--- src/rtl/pfb_pkg.sv ---
`default_nettype none

package pfb_pkg;

    localparam int DIN_WIDTH = 8;
    localparam int DIN_POINT = 7;
    localparam int COEFF_WIDTH = 18;
    localparam int COEFF_POINT = 17;
    localparam int PFB_TAPS = 4;
    localparam int PFB_SIZE = 16;
    localparam int CHAN_WIDTH = $clog2(PFB_SIZE);
    localparam int PROD_WIDTH = DIN_WIDTH + COEFF_WIDTH;          // full precision product.
    localparam int SUM_WIDTH = PROD_WIDTH + $clog2(PFB_TAPS);     // room for every tap.
    localparam int PRE_MULT_LATENCY = 2;
    localparam int MULT_LATENCY = 1;
    localparam int ADD_LATENCY = 2;
    // input register, pre stages, multiplier register, post stage, adder tree
    localparam int PFB_LATENCY = 1 + PRE_MULT_LATENCY + 1 + MULT_LATENCY + ADD_LATENCY;

    typedef logic signed [DIN_WIDTH-1:0] sample_t;
    typedef logic signed [COEFF_WIDTH-1:0] coeff_t;
    typedef logic [PFB_TAPS*COEFF_WIDTH-1:0] coeff_bus_t;     // tap 0 in the low bits.
    typedef logic signed [PROD_WIDTH-1:0] prod_t;
    typedef logic signed [SUM_WIDTH-1:0] sum_t;
    typedef logic [CHAN_WIDTH-1:0] chan_t;

    // hamming windowed sinc prototype, one channel cycle per tap
    localparam coeff_t COEFF_TABLE [PFB_TAPS*PFB_SIZE] = '{
        -152, -479, -870, -1366, -1994, -2766, -3669, -4657,
        -5663, -6581, -7282, -7610, -7396, -6468, -4665, -1835,
        2132, 7308, 13708, 21297, 29956, 39519, 49779, 60420,
        71120, 81612, 91374, 100203, 107712, 113597, 117674, 119683,
        119683, 117674, 113597, 107712, 100203, 91374, 81612, 71120,
        60420, 49779, 39519, 29956, 21297, 13708, 7308, 2132,
        -1835, -4665, -6468, -7396, -7610, -7282, -6581, -5663,
        -4657, -3669, -2766, -1994, -1366, -870, -479, -152
    };

endpackage

`default_nettype wire

--- src/rtl/pfb_tap_if.sv ---
`timescale 1ns/10ps
`default_nettype none

interface pfb_tap_if;

    pfb_pkg::sample_t sample;      // sample stream entering the tap.
    logic sync;                    // one-cycle channel 0 marker.
    pfb_pkg::coeff_bus_t coeff;    // needed coefficient sits at the bottom.
    pfb_pkg::prod_t product;       // tap product toward the adder tree.

    modport upstream (
        output sample,
        output sync,
        output coeff
    );

    modport tap (
        input  sample,
        input  sync,
        input  coeff,
        output product
    );

    modport collect (
        input  product
    );

endinterface

`default_nettype wire

--- src/rtl/delay_line.sv ---
`timescale 1ns/10ps
`default_nettype none

module delay_line #(
    parameter int WIDTH = 1,
    parameter int DEPTH = 1
) (
    input  logic             clk,
    input  logic             rst_n,
    input  logic [WIDTH-1:0] din,
    output logic [WIDTH-1:0] dout
);

    generate
        if (DEPTH == 0) begin : g_bypass
            assign dout = din;          // no stages requested.
        end else begin : g_stages
            logic [WIDTH-1:0] stage [DEPTH];

            always_ff @(posedge clk or negedge rst_n) begin
                if (!rst_n) begin
                    for (int i = 0; i < DEPTH; i++) begin
                        stage[i] <= '0;
                    end
                end else begin
                    stage[0] <= din;
                    for (int i = 1; i < DEPTH; i++) begin
                        stage[i] <= stage[i-1];   // shift one stage along.
                    end
                end
            end

            assign dout = stage[DEPTH-1];
        end
    endgenerate

endmodule

`default_nettype wire

--- src/rtl/tap_ram.sv ---
`timescale 1ns/10ps
`default_nettype none

module tap_ram #(
    parameter int WIDTH = 8,
    parameter int DEPTH = 15
) (
    input  logic              clk,
    input  pfb_pkg::chan_t    addr,
    input  pfb_pkg::sample_t  din,
    output pfb_pkg::sample_t  dout
);

    logic [WIDTH-1:0] mem [DEPTH];

    // the old word leaves before the new one lands, read first.
    always_ff @(posedge clk) begin
        dout <= mem[addr];        // output register.
        mem[addr] <= din;         // written every cycle.
    end

endmodule

`default_nettype wire

--- src/rtl/pfb_real_tap.sv ---
`timescale 1ns/10ps
`default_nettype none

module pfb_real_tap (
    input  logic       clk,
    input  logic       rst_n,
    pfb_tap_if.tap      up,
    pfb_tap_if.upstream down
);

    pfb_pkg::chan_t   buf_addr;
    pfb_pkg::coeff_t  tap_coeff;
    pfb_pkg::sample_t mult_sample;
    pfb_pkg::coeff_t  mult_coeff;
    pfb_pkg::prod_t   mult_reg;
    logic [pfb_pkg::DIN_WIDTH+pfb_pkg::COEFF_WIDTH-1:0] pre_out;

    assign tap_coeff = up.coeff[pfb_pkg::COEFF_WIDTH-1:0];
    assign down.coeff = up.coeff >> pfb_pkg::COEFF_WIDTH;    // next tap finds its own at the bottom.

    // free running over 15 words, so a resync never disturbs the 16-cycle delay.
    always_ff @(posedge clk or negedge rst_n) begin
        if (!rst_n) begin
            buf_addr <= '0;
        end else if (buf_addr == pfb_pkg::chan_t'(pfb_pkg::PFB_SIZE - 2)) begin
            buf_addr <= '0;
        end else begin
            buf_addr <= buf_addr + pfb_pkg::chan_t'(1);
        end
    end

    tap_ram #(
        .WIDTH(pfb_pkg::DIN_WIDTH),
        .DEPTH(pfb_pkg::PFB_SIZE - 1)
    ) u_buffer (
        .clk  (clk),
        .addr (buf_addr),
        .din  (up.sample),
        .dout (down.sample)
    );

    delay_line #(
        .WIDTH(1),
        .DEPTH(pfb_pkg::PFB_SIZE)
    ) u_sync_delay (
        .clk   (clk),
        .rst_n (rst_n),
        .din   (up.sync),
        .dout  (down.sync)
    );

    delay_line #(
        .WIDTH(pfb_pkg::DIN_WIDTH + pfb_pkg::COEFF_WIDTH),
        .DEPTH(pfb_pkg::PRE_MULT_LATENCY)
    ) u_pre_mult (
        .clk   (clk),
        .rst_n (rst_n),
        .din   ({up.sample, tap_coeff}),
        .dout  (pre_out)
    );

    assign {mult_sample, mult_coeff} = pre_out;

    always_ff @(posedge clk) begin
        mult_reg <= mult_sample * mult_coeff;    // 8 x 18 signed, exact in 26 bits.
    end

    delay_line #(
        .WIDTH(pfb_pkg::PROD_WIDTH),
        .DEPTH(pfb_pkg::MULT_LATENCY)
    ) u_post_mult (
        .clk   (clk),
        .rst_n (rst_n),
        .din   (mult_reg),
        .dout  (up.product)
    );

endmodule

`default_nettype wire

--- src/rtl/pfb_coeff_rom.sv ---
`timescale 1ns/10ps
`default_nettype none

module pfb_coeff_rom (
    input  logic                clk,
    input  logic                rst_n,
    input  logic                sync_in,
    output pfb_pkg::coeff_bus_t coeff
);

    pfb_pkg::chan_t next_chan;     // channel of this cycle if no sync arrives.
    pfb_pkg::chan_t cur_chan;

    // a sync forces channel 0 in its own cycle.
    assign cur_chan = sync_in ? '0 : next_chan;

    always_ff @(posedge clk or negedge rst_n) begin
        if (!rst_n) begin
            next_chan <= '0;
        end else begin
            next_chan <= cur_chan + pfb_pkg::chan_t'(1);    // wraps modulo 16.
        end
    end

    // one lookup per tap, all for the same channel
    always_ff @(posedge clk) begin
        for (int k = 0; k < pfb_pkg::PFB_TAPS; k++) begin
            coeff[k*pfb_pkg::COEFF_WIDTH +: pfb_pkg::COEFF_WIDTH] <=
                pfb_pkg::COEFF_TABLE[k*pfb_pkg::PFB_SIZE + int'(cur_chan)];
        end
    end

endmodule

`default_nettype wire

--- src/rtl/pfb_lane.sv ---
`timescale 1ns/10ps
`default_nettype none

module pfb_lane (
    input  logic             clk,
    input  logic             rst_n,
    input  pfb_pkg::sample_t din,
    input  logic             sync_in,
    output pfb_pkg::sum_t    dout,
    output logic             sync_out
);

    pfb_pkg::coeff_bus_t rom_coeff;
    pfb_pkg::sample_t    in_sample;
    logic                in_sync;
    pfb_pkg::prod_t      prod [pfb_pkg::PFB_TAPS];
    pfb_pkg::sum_t       sum_lo;
    pfb_pkg::sum_t       sum_hi;

    pfb_tap_if links [pfb_pkg::PFB_TAPS+1] ();

    pfb_coeff_rom u_coeff_rom (
        .clk     (clk),
        .rst_n   (rst_n),
        .sync_in (sync_in),
        .coeff   (rom_coeff)
    );

    // one register so the sample meets its coefficients on link 0.
    always_ff @(posedge clk or negedge rst_n) begin
        if (!rst_n) begin
            in_sample <= '0;
            in_sync <= 1'b0;
        end else begin
            in_sample <= din;
            in_sync <= sync_in;
        end
    end

    assign links[0].sample = in_sample;
    assign links[0].sync = in_sync;
    assign links[0].coeff = rom_coeff;
    assign links[pfb_pkg::PFB_TAPS].product = '0;    // no tap behind the last link.

    generate
        for (genvar k = 0; k < pfb_pkg::PFB_TAPS; k++) begin : g_tap
            pfb_real_tap u_tap (
                .clk   (clk),
                .rst_n (rst_n),
                .up    (links[k]),
                .down  (links[k+1])
            );

            assign prod[k] = links[k].product;
        end
    endgenerate

    // adder tree, products sign extended to full sum width
    always_ff @(posedge clk or negedge rst_n) begin
        if (!rst_n) begin
            sum_lo <= '0;
            sum_hi <= '0;
        end else begin
            sum_lo <= pfb_pkg::sum_t'(prod[0]) + pfb_pkg::sum_t'(prod[1]);
            sum_hi <= pfb_pkg::sum_t'(prod[2]) + pfb_pkg::sum_t'(prod[3]);
        end
    end

    always_ff @(posedge clk or negedge rst_n) begin
        if (!rst_n) begin
            dout <= '0;
        end else begin
            dout <= sum_lo + sum_hi;    // second level.
        end
    end

    delay_line #(
        .WIDTH(1),
        .DEPTH(pfb_pkg::PFB_LATENCY)
    ) u_sync_out_delay (
        .clk   (clk),
        .rst_n (rst_n),
        .din   (sync_in),
        .dout  (sync_out)
    );

endmodule

`default_nettype wire

--- src/rtl/pfb_fir.sv ---
`timescale 1ns/10ps
`default_nettype none

module pfb_fir (
    input  logic             clk,
    input  logic             rst_n,
    input  pfb_pkg::sample_t din,        // q1.7, one sample per clock.
    input  logic             sync_in,    // marks a channel 0 sample.
    output pfb_pkg::sum_t    dout,       // full width windowed sum.
    output logic             sync_out
);

    pfb_lane u_lane (
        .clk      (clk),
        .rst_n    (rst_n),
        .din      (din),
        .sync_in  (sync_in),
        .dout     (dout),
        .sync_out (sync_out)
    );

endmodule

`default_nettype wire

--- config.mk ---
export PLATFORM = sky130hd
export DESIGN_NAME = pfb_fir
export DESIGN_NICKNAME = d
export VERILOG_FILES = /design/src/rtl/pfb_pkg.sv /design/src/rtl/pfb_tap_if.sv /design/src/rtl/delay_line.sv /design/src/rtl/tap_ram.sv /design/src/rtl/pfb_real_tap.sv /design/src/rtl/pfb_coeff_rom.sv /design/src/rtl/pfb_lane.sv /design/src/rtl/pfb_fir.sv
export SDC_FILE = /design/constraint.sdc
export NUM_CORES = 2
export LEC_CHECK = 0
export BUFFER_PORTS_ARGS = -buffer_cell sky130_fd_sc_hd__clkbuf_2
export CORE_UTILIZATION = 60
export CTS_CLUSTER_SIZE = 40
export DETAILED_ROUTE_END_ITERATION = 8
export PLACE_DENSITY = 0.76
export RECOVER_POWER = 100
export SYNTH_ARGS = -nofsm -noshare
export SYNTH_HDL_FRONTEND = slang
export SYNTH_SLANG_ARGS = --single-unit
--- constraint.sdc ---
create_clock -name clk -period 9.8 [get_ports clk]
set_clock_uncertainty 0.15 [all_clocks]
set_input_delay 2.45 -clock clk [delete_from_list [all_inputs] [get_ports clk]]
set_output_delay 2.45 -clock clk [all_outputs]
set_load 0.02 [all_outputs]
## After elaboration in Yosys (flattened, before gate mapping)

Memory sizes are Yosys's and may differ from the RTL's. A register that Yosys moved wholly into a read port is not among the register bits.
Index checks and enable logic that the tools add are counted.

- Flip-flop bits (word level): 531
- Memory bits (writable): 360
- Memory bits (read-only): 4608
- Input port bits: 11
- Output and inout bits: 29
- Memories kept: 7

- Add/sub/neg operators: 10
- Multipliers: 4
- Eq/ne operators: 3
- Muxes and demuxes: 4
- Bitwise gates (word level): 4

Memory list:

| name | words | bits a word | read ports | clocked after Yosys merged registers in | wr ports | RTL line | text |
|---|---|---|---|---|---|---|---|
| (name not given) | 64 | 18 | 1 | 1 | 0 | pfb_coeff_rom.sv:29 | `pfb_pkg::COEFF_TABLE[k*pfb_pkg::PFB_SIZE + int'(cur_chan)];` |
| (name not given) | 64 | 18 | 1 | 1 | 0 | pfb_coeff_rom.sv:29 |  |
| (name not given) | 64 | 18 | 1 | 1 | 0 | pfb_coeff_rom.sv:29 |  |
| (name not given) | 64 | 18 | 1 | 1 | 0 | pfb_coeff_rom.sv:29 |  |
| u_lane.g_tap[0].u_tap.u_buffer.mem | 15 | 8 | 1 | 1 | 1 | tap_ram.sv:14 | `logic [WIDTH-1:0] mem [DEPTH];` |
| u_lane.g_tap[1].u_tap.u_buffer.mem | 15 | 8 | 1 | 1 | 1 | tap_ram.sv:14 |  |
| 1 more memories | - | - | - | - | - | - |  |

Operators by type and width:

| cell | count |
|---|---|
| $mul 8x18->26 | 4 |
| $not 7->32 | 2 |
| $add 26x26->27 | 2 |
| $not 4->32 | 1 |
| $not 6->32 | 1 |
| $add 28x28->28 | 1 |
| $add 4x1->4 const B | 4 |
| $mux 4 | 4 |
| $add 6x4->7 const A | 2 |
| $eq 4x4->1 const B | 3 |
| $add 5x4->6 const A | 1 |

## Logic depth before layout (Yosys ltp)

- Depth after elaboration: 3
- Depth in mapped cells: 21
- Mapped depth without buffers: 20

## By module

Synthesis repeated with hierarchy kept, for this count alone.

- Cell total of the unflattened synthesis: 5229
- Area, all modules: 64167.8 um2

By module, submodules not included:

| module | instances | cells an instance | area an instance (um2) | seq. area each (um2) |
|---|---|---|---|---|
| tap_ram | 4 | 255 | 4870.9 | 3763.6 |
| pfb_real_tap at u_lane.g_tap[2].u_tap | 1 | 697 | 6338.6 | 620.6 |
| pfb_real_tap at u_lane.g_tap[3].u_tap | 1 | 702 | 6328.6 | 620.6 |
| pfb_real_tap at u_lane.g_tap[0].u_tap | 1 | 699 | 6301.0 | 620.6 |
| pfb_real_tap at u_lane.g_tap[1].u_tap | 1 | 690 | 6291.0 | 620.6 |
| pfb_lane | 1 | 630 | 6207.2 | 2277.2 |
| delay_line at u_lane.g_tap[0].u_tap.u_pre_mult ... | 4 | 78 | 1496.4 | 1301.2 |
| pfb_coeff_rom | 1 | 304 | 2852.7 | 1301.2 |
| delay_line at u_lane.g_tap[0].u_tap.u_post_mult ... | 4 | 26 | 650.6 | 650.6 |
| delay_line at u_lane.g_tap[0].u_tap.u_sync_delay ... | 4 | 16 | 400.4 | 400.4 |
| delay_line at u_lane.u_sync_out_delay | 1 | 7 | 175.2 | 175.2 |

## Worst setup path after synthesis

Ideal clock, no wire load.

- Kind: register to register
- Start point: register u_lane.g_tap[2].u_tap.u_pre_mult.g_stages.stage, in the netlist u_lane.g_tap[2].u_tap.u_pre_mult.dout[25]
- End point: register u_lane.g_tap[2].u_tap.mult_reg[23]
- Setup time: 0.072 ns
- Arrival time: 4.605 ns
- Data required time: 9.578 ns
- Path slack: 4.972 ns
- Cell stages (with the launch flop): 19
- Buffers on the path: 1
- Clock period less this slack: 4.828 ns
- Cell sequence: dfrtp_1 > inv_1 > clkbuf_1 > nor2_1 > fa_1 > fa_1 > fa_1 > inv_1 > fa_1 > inv_1 > ha_1 > a21o_1 > a221o_1 > nor2b_1 > o31a_1 > nor2_2 > o21ai_1 > a31oi_1 > xnor2_1

- Cells in the longest elaborated chain, start to end: 1

Ends and longest elaborated chain:

| item | RTL line | text |
|---|---|---|
| from (decl) | delay_line.sv:18 | `logic [WIDTH-1:0] stage [DEPTH];` |
| from (signal, indexed assignment) | delay_line.sv:28 | `stage[i] <= stage[i-1];` |
| $mul 8x18->26 | pfb_real_tap.sv:65 | `mult_reg <= mult_sample * mult_coeff;` |
| to (signal assigned) | pfb_real_tap.sv:65 |  |
| to (decl) | pfb_real_tap.sv:15 | `pfb_pkg::prod_t mult_reg;` |

Every way passes these cells.

==> results.tsv <==
metric	value	unit
final_cell_mix	inv_1, dfrtp_1, fa_1	
cts_resized	0	
clk_pin_slew_worst_paths	0.06	ns
grt_max_degree	122	
floorplan.rows	106	
grt.overflow.total	0	
r2r-end	u_lane.g_tap[2].u_tap.mult_reg[21]	
end_kind	asynchronous set/reset pin	
critical_path.max_stage_delay	3.05	ns
die_x	294	um
crit_family	buffers and inverters	
die_y	294	um
portBuffers	39	
die-area	0.0863	mm^2
ant_nets	0	
crit_start	rst_n	
nFillCells	6065	
cp_slowest_cell	clkbuf_1	
antenna_found_initial	1	
rsz0062_at_grt	false	
final_common_cell	inv_1	
num_io_pins	40	
leakage	24.2	nW
yosys-top-cells-area	edfxtp_1, dfrtp_1, fa_1, ha_1, dfxtp_1	
clock-sinks	951	
slew_viol_final	344	
setup_violations	0	
syn_to_final_growth	8.89	%
worst-path-buf-inv	2	
setup_tns	0	ns
dr.pass1.iters	5	
clock_path_buffers	3	
largest_reg_flops	360	
rrSetupSlack	4.46	ns
p_comb_share	46.9	%
dpl.hpwl	74900	um
synthCells	4146	
nets	4880	
coreArea	0.0840	mm^2
layout_min_cycle_time	6.67	ns
grt_pass1_vias	30688	
path_cells	buf_8 > clkbuf_1	
grt_pass1_wl	165000	um
p_clk_share	22.3	%
post_cts_buffers	0	
gp_congestion	0.932	
wl_per_cell	18.7	um
critPathKind	input port to asynchronous set/reset pin	
viasPerCell	5.48	
start_util	60.9	%
ys_types	86	
dpl_cell_area	0.0524	mm^2
p_int	10.5	mW
powerDensity	305	mW/mm^2
ctsHoldBuffers	0	
vias	29591	
layout_worst_path_cycle_share	68.1	%
switching_share	38.4	%
synth_top_area_share	21.2	%
status	finished with violations	
grt_use_total	24.4	%
ys_seq_area_share	48.3	%
h-tree-depth	3	
critPathArrivalTime	6.26	ns
synth-edff-count	360	
slew_headroom	-184	%
synth-seq-cells	951	
root_buffer	clkbuf_16	
worst_setup_path_start_kind	input port	
drt_wl_total	101000	um
syn_nets	4839	
final_hold_viol_count	0	
numCtsBuffers	94	
hold_path_class	flop to flop	
insertion_delay	0.67	ns
dp_slack	4.66	ns
p_seq_share	30.9	%
setup_ws	3.13	ns
synth_area_per_cell	12.3	um^2
reg2reg_from	u_lane.g_tap[2].u_tap.u_pre_mult.dout[20]	
hold_start	u_lane.u_coeff_rom.coeff[66]	
violations	max-capacitance violations, max-slew violations	
reg2reg_depth	17	
clock.fmax	150	MHz
drtIter0Drc	2069	
tightest_slew	4.27	ns
syn_area	0.0511	mm^2
synth_top_area_cell	edfxtp_1	
crit_cells	2	
vdd_drop_max	0.000207	V
cap_viol_max_count	8	
drc	0	
ys_warn_count	0	
drive_above_1_share	6.65	%
synthArstFlopShare	42.4	%
synth_ff_type	dfrtp_1	
cts_tree	built	
fin_area	0.0556	mm^2
critical_path_required	9.39	ns
cp_max_fo	121	
power_switching	6.53	mW
hold-worst-slack	0.131	ns
==> power by group through the flow <==
| stage | logic [mW] | registers (mW) | clock network [mW] |
|---|---|---|---|
| floorplan | 6.07 | 5.21 | 0 |
| global placement | 7.85 | 5.31 | 0 |
| detailed placement | 7.98 | 5.33 | 0 |
| CTS | 8.06 | 5.26 | 3.85 |
| global route | 8.93 | 5.31 | 4.01 |
| finish | 7.96 | 5.24 | 3.78 |
==> synth_stat cells (8+ instances only) <==
cell / instances
o21ai_0: 115
nand2_1: 236
o21a_1: 27
o31ai_1: 11
mux2i_1: 30
nor3_1: 33
xor2_1: 38
a21o_1: 79
o21ai_1: 15
xnor2_1: 105
nand4_1: 13
o21bai_1: 24
nor2b_1: 24
dfxtp_1: 188
dfrtp_1: 403
buf_1: 12
nand2b_1: 52
a31oi_1: 23
clkbuf_1: 95
o211ai_1: 12
buf_2: 11
a211oi_1: 19
mux4_2: 96
o22ai_1: 8
a22oi_1: 8
nand3_1: 32
edfxtp_1: 360
and2_1: 343
nor2_1: 189
inv_1: 578
ha_1: 303
a21oi_1: 145
a21oi_2: 8
fa_1: 379
and3_1: 17
==> kinds of logic after synthesis <==
logic type	synth area share [%]
AOI/OAI and AO/OA	7.14
xor gates and xnor gates	2.45
adders and majority gates	22.3
buffers and inverters	5.15
DFF	48.3
muxes	4.86
other	0.00734
and+or+nand+nor	9.85
==> worst min path at each step <==
stage                                                            end  slack, ns  cells past startpoint
after floorplan            u_lane.g_tap[0].u_tap.u_post_mult.dout[0]       0.17                      0
after global placement                                          flop       0.17                      0
after detailed placement  u_lane.g_tap[0].u_tap.u_post_mult.dout[10]       0.17                      0
after CTS                                                       flop       0.13                      0
after global routing                                            flop       0.14                      0
final                                                           flop       0.13                      0
==> worst register-to-register path: cells and delay by family (launching register included) <==
family | cells | cell delay [ns]
DFF | 1 | 0.70
xor gates and xnor gates | 1 | 0.15
and+or+nand+nor | 4 | 0.54
AOI/OAI and AO/OA | 4 | 1.14
buffers and inverters | 3 | 0.16
adders and majority gates | 5 | 2.41
==> per-stage QoR <==
stage	cells	utilization [%]	total power [mW]
2_1_floorplan	4146	-	11.3
3_3_place_gp	5225	62.5	13.2
3_5_place_dp	5225	62.5	13.3
4_1_cts	5402	66.5	17.2
5_1_grt	5403	66.3	18.3
6_report	5403	66.3	17.0
==> per-layer routing <==
| layer | part of all wire, % | up-vias | global-route usage, % |
|---|---|---|---|
| met5 | 0 | - | 0 |
| met4 | 3.1 | 0 | 7.94 |
| met3 | 4.9 | 163 | 3.26 |
| met2 | 49 | 812 | 40.4 |
| met1 | 43 | 14742 | 33.4 |
| li1 | - | 13874 | - |
==> cell type report <==
type	count	area, um^2	area share, %
diodes	1	2.50	0.00450
inverters	579	2170	3.91
clock inverters	54	776	1.39
repair buffers	63	273	0.490
well taps	1134	1420	2.55
multi-input cells	2498	23700	42.7
flip-flops and latches	951	24700	44.3
clock buffers	123	2590	4.66
No activity file was read; power rests on OpenSTA's default activity.
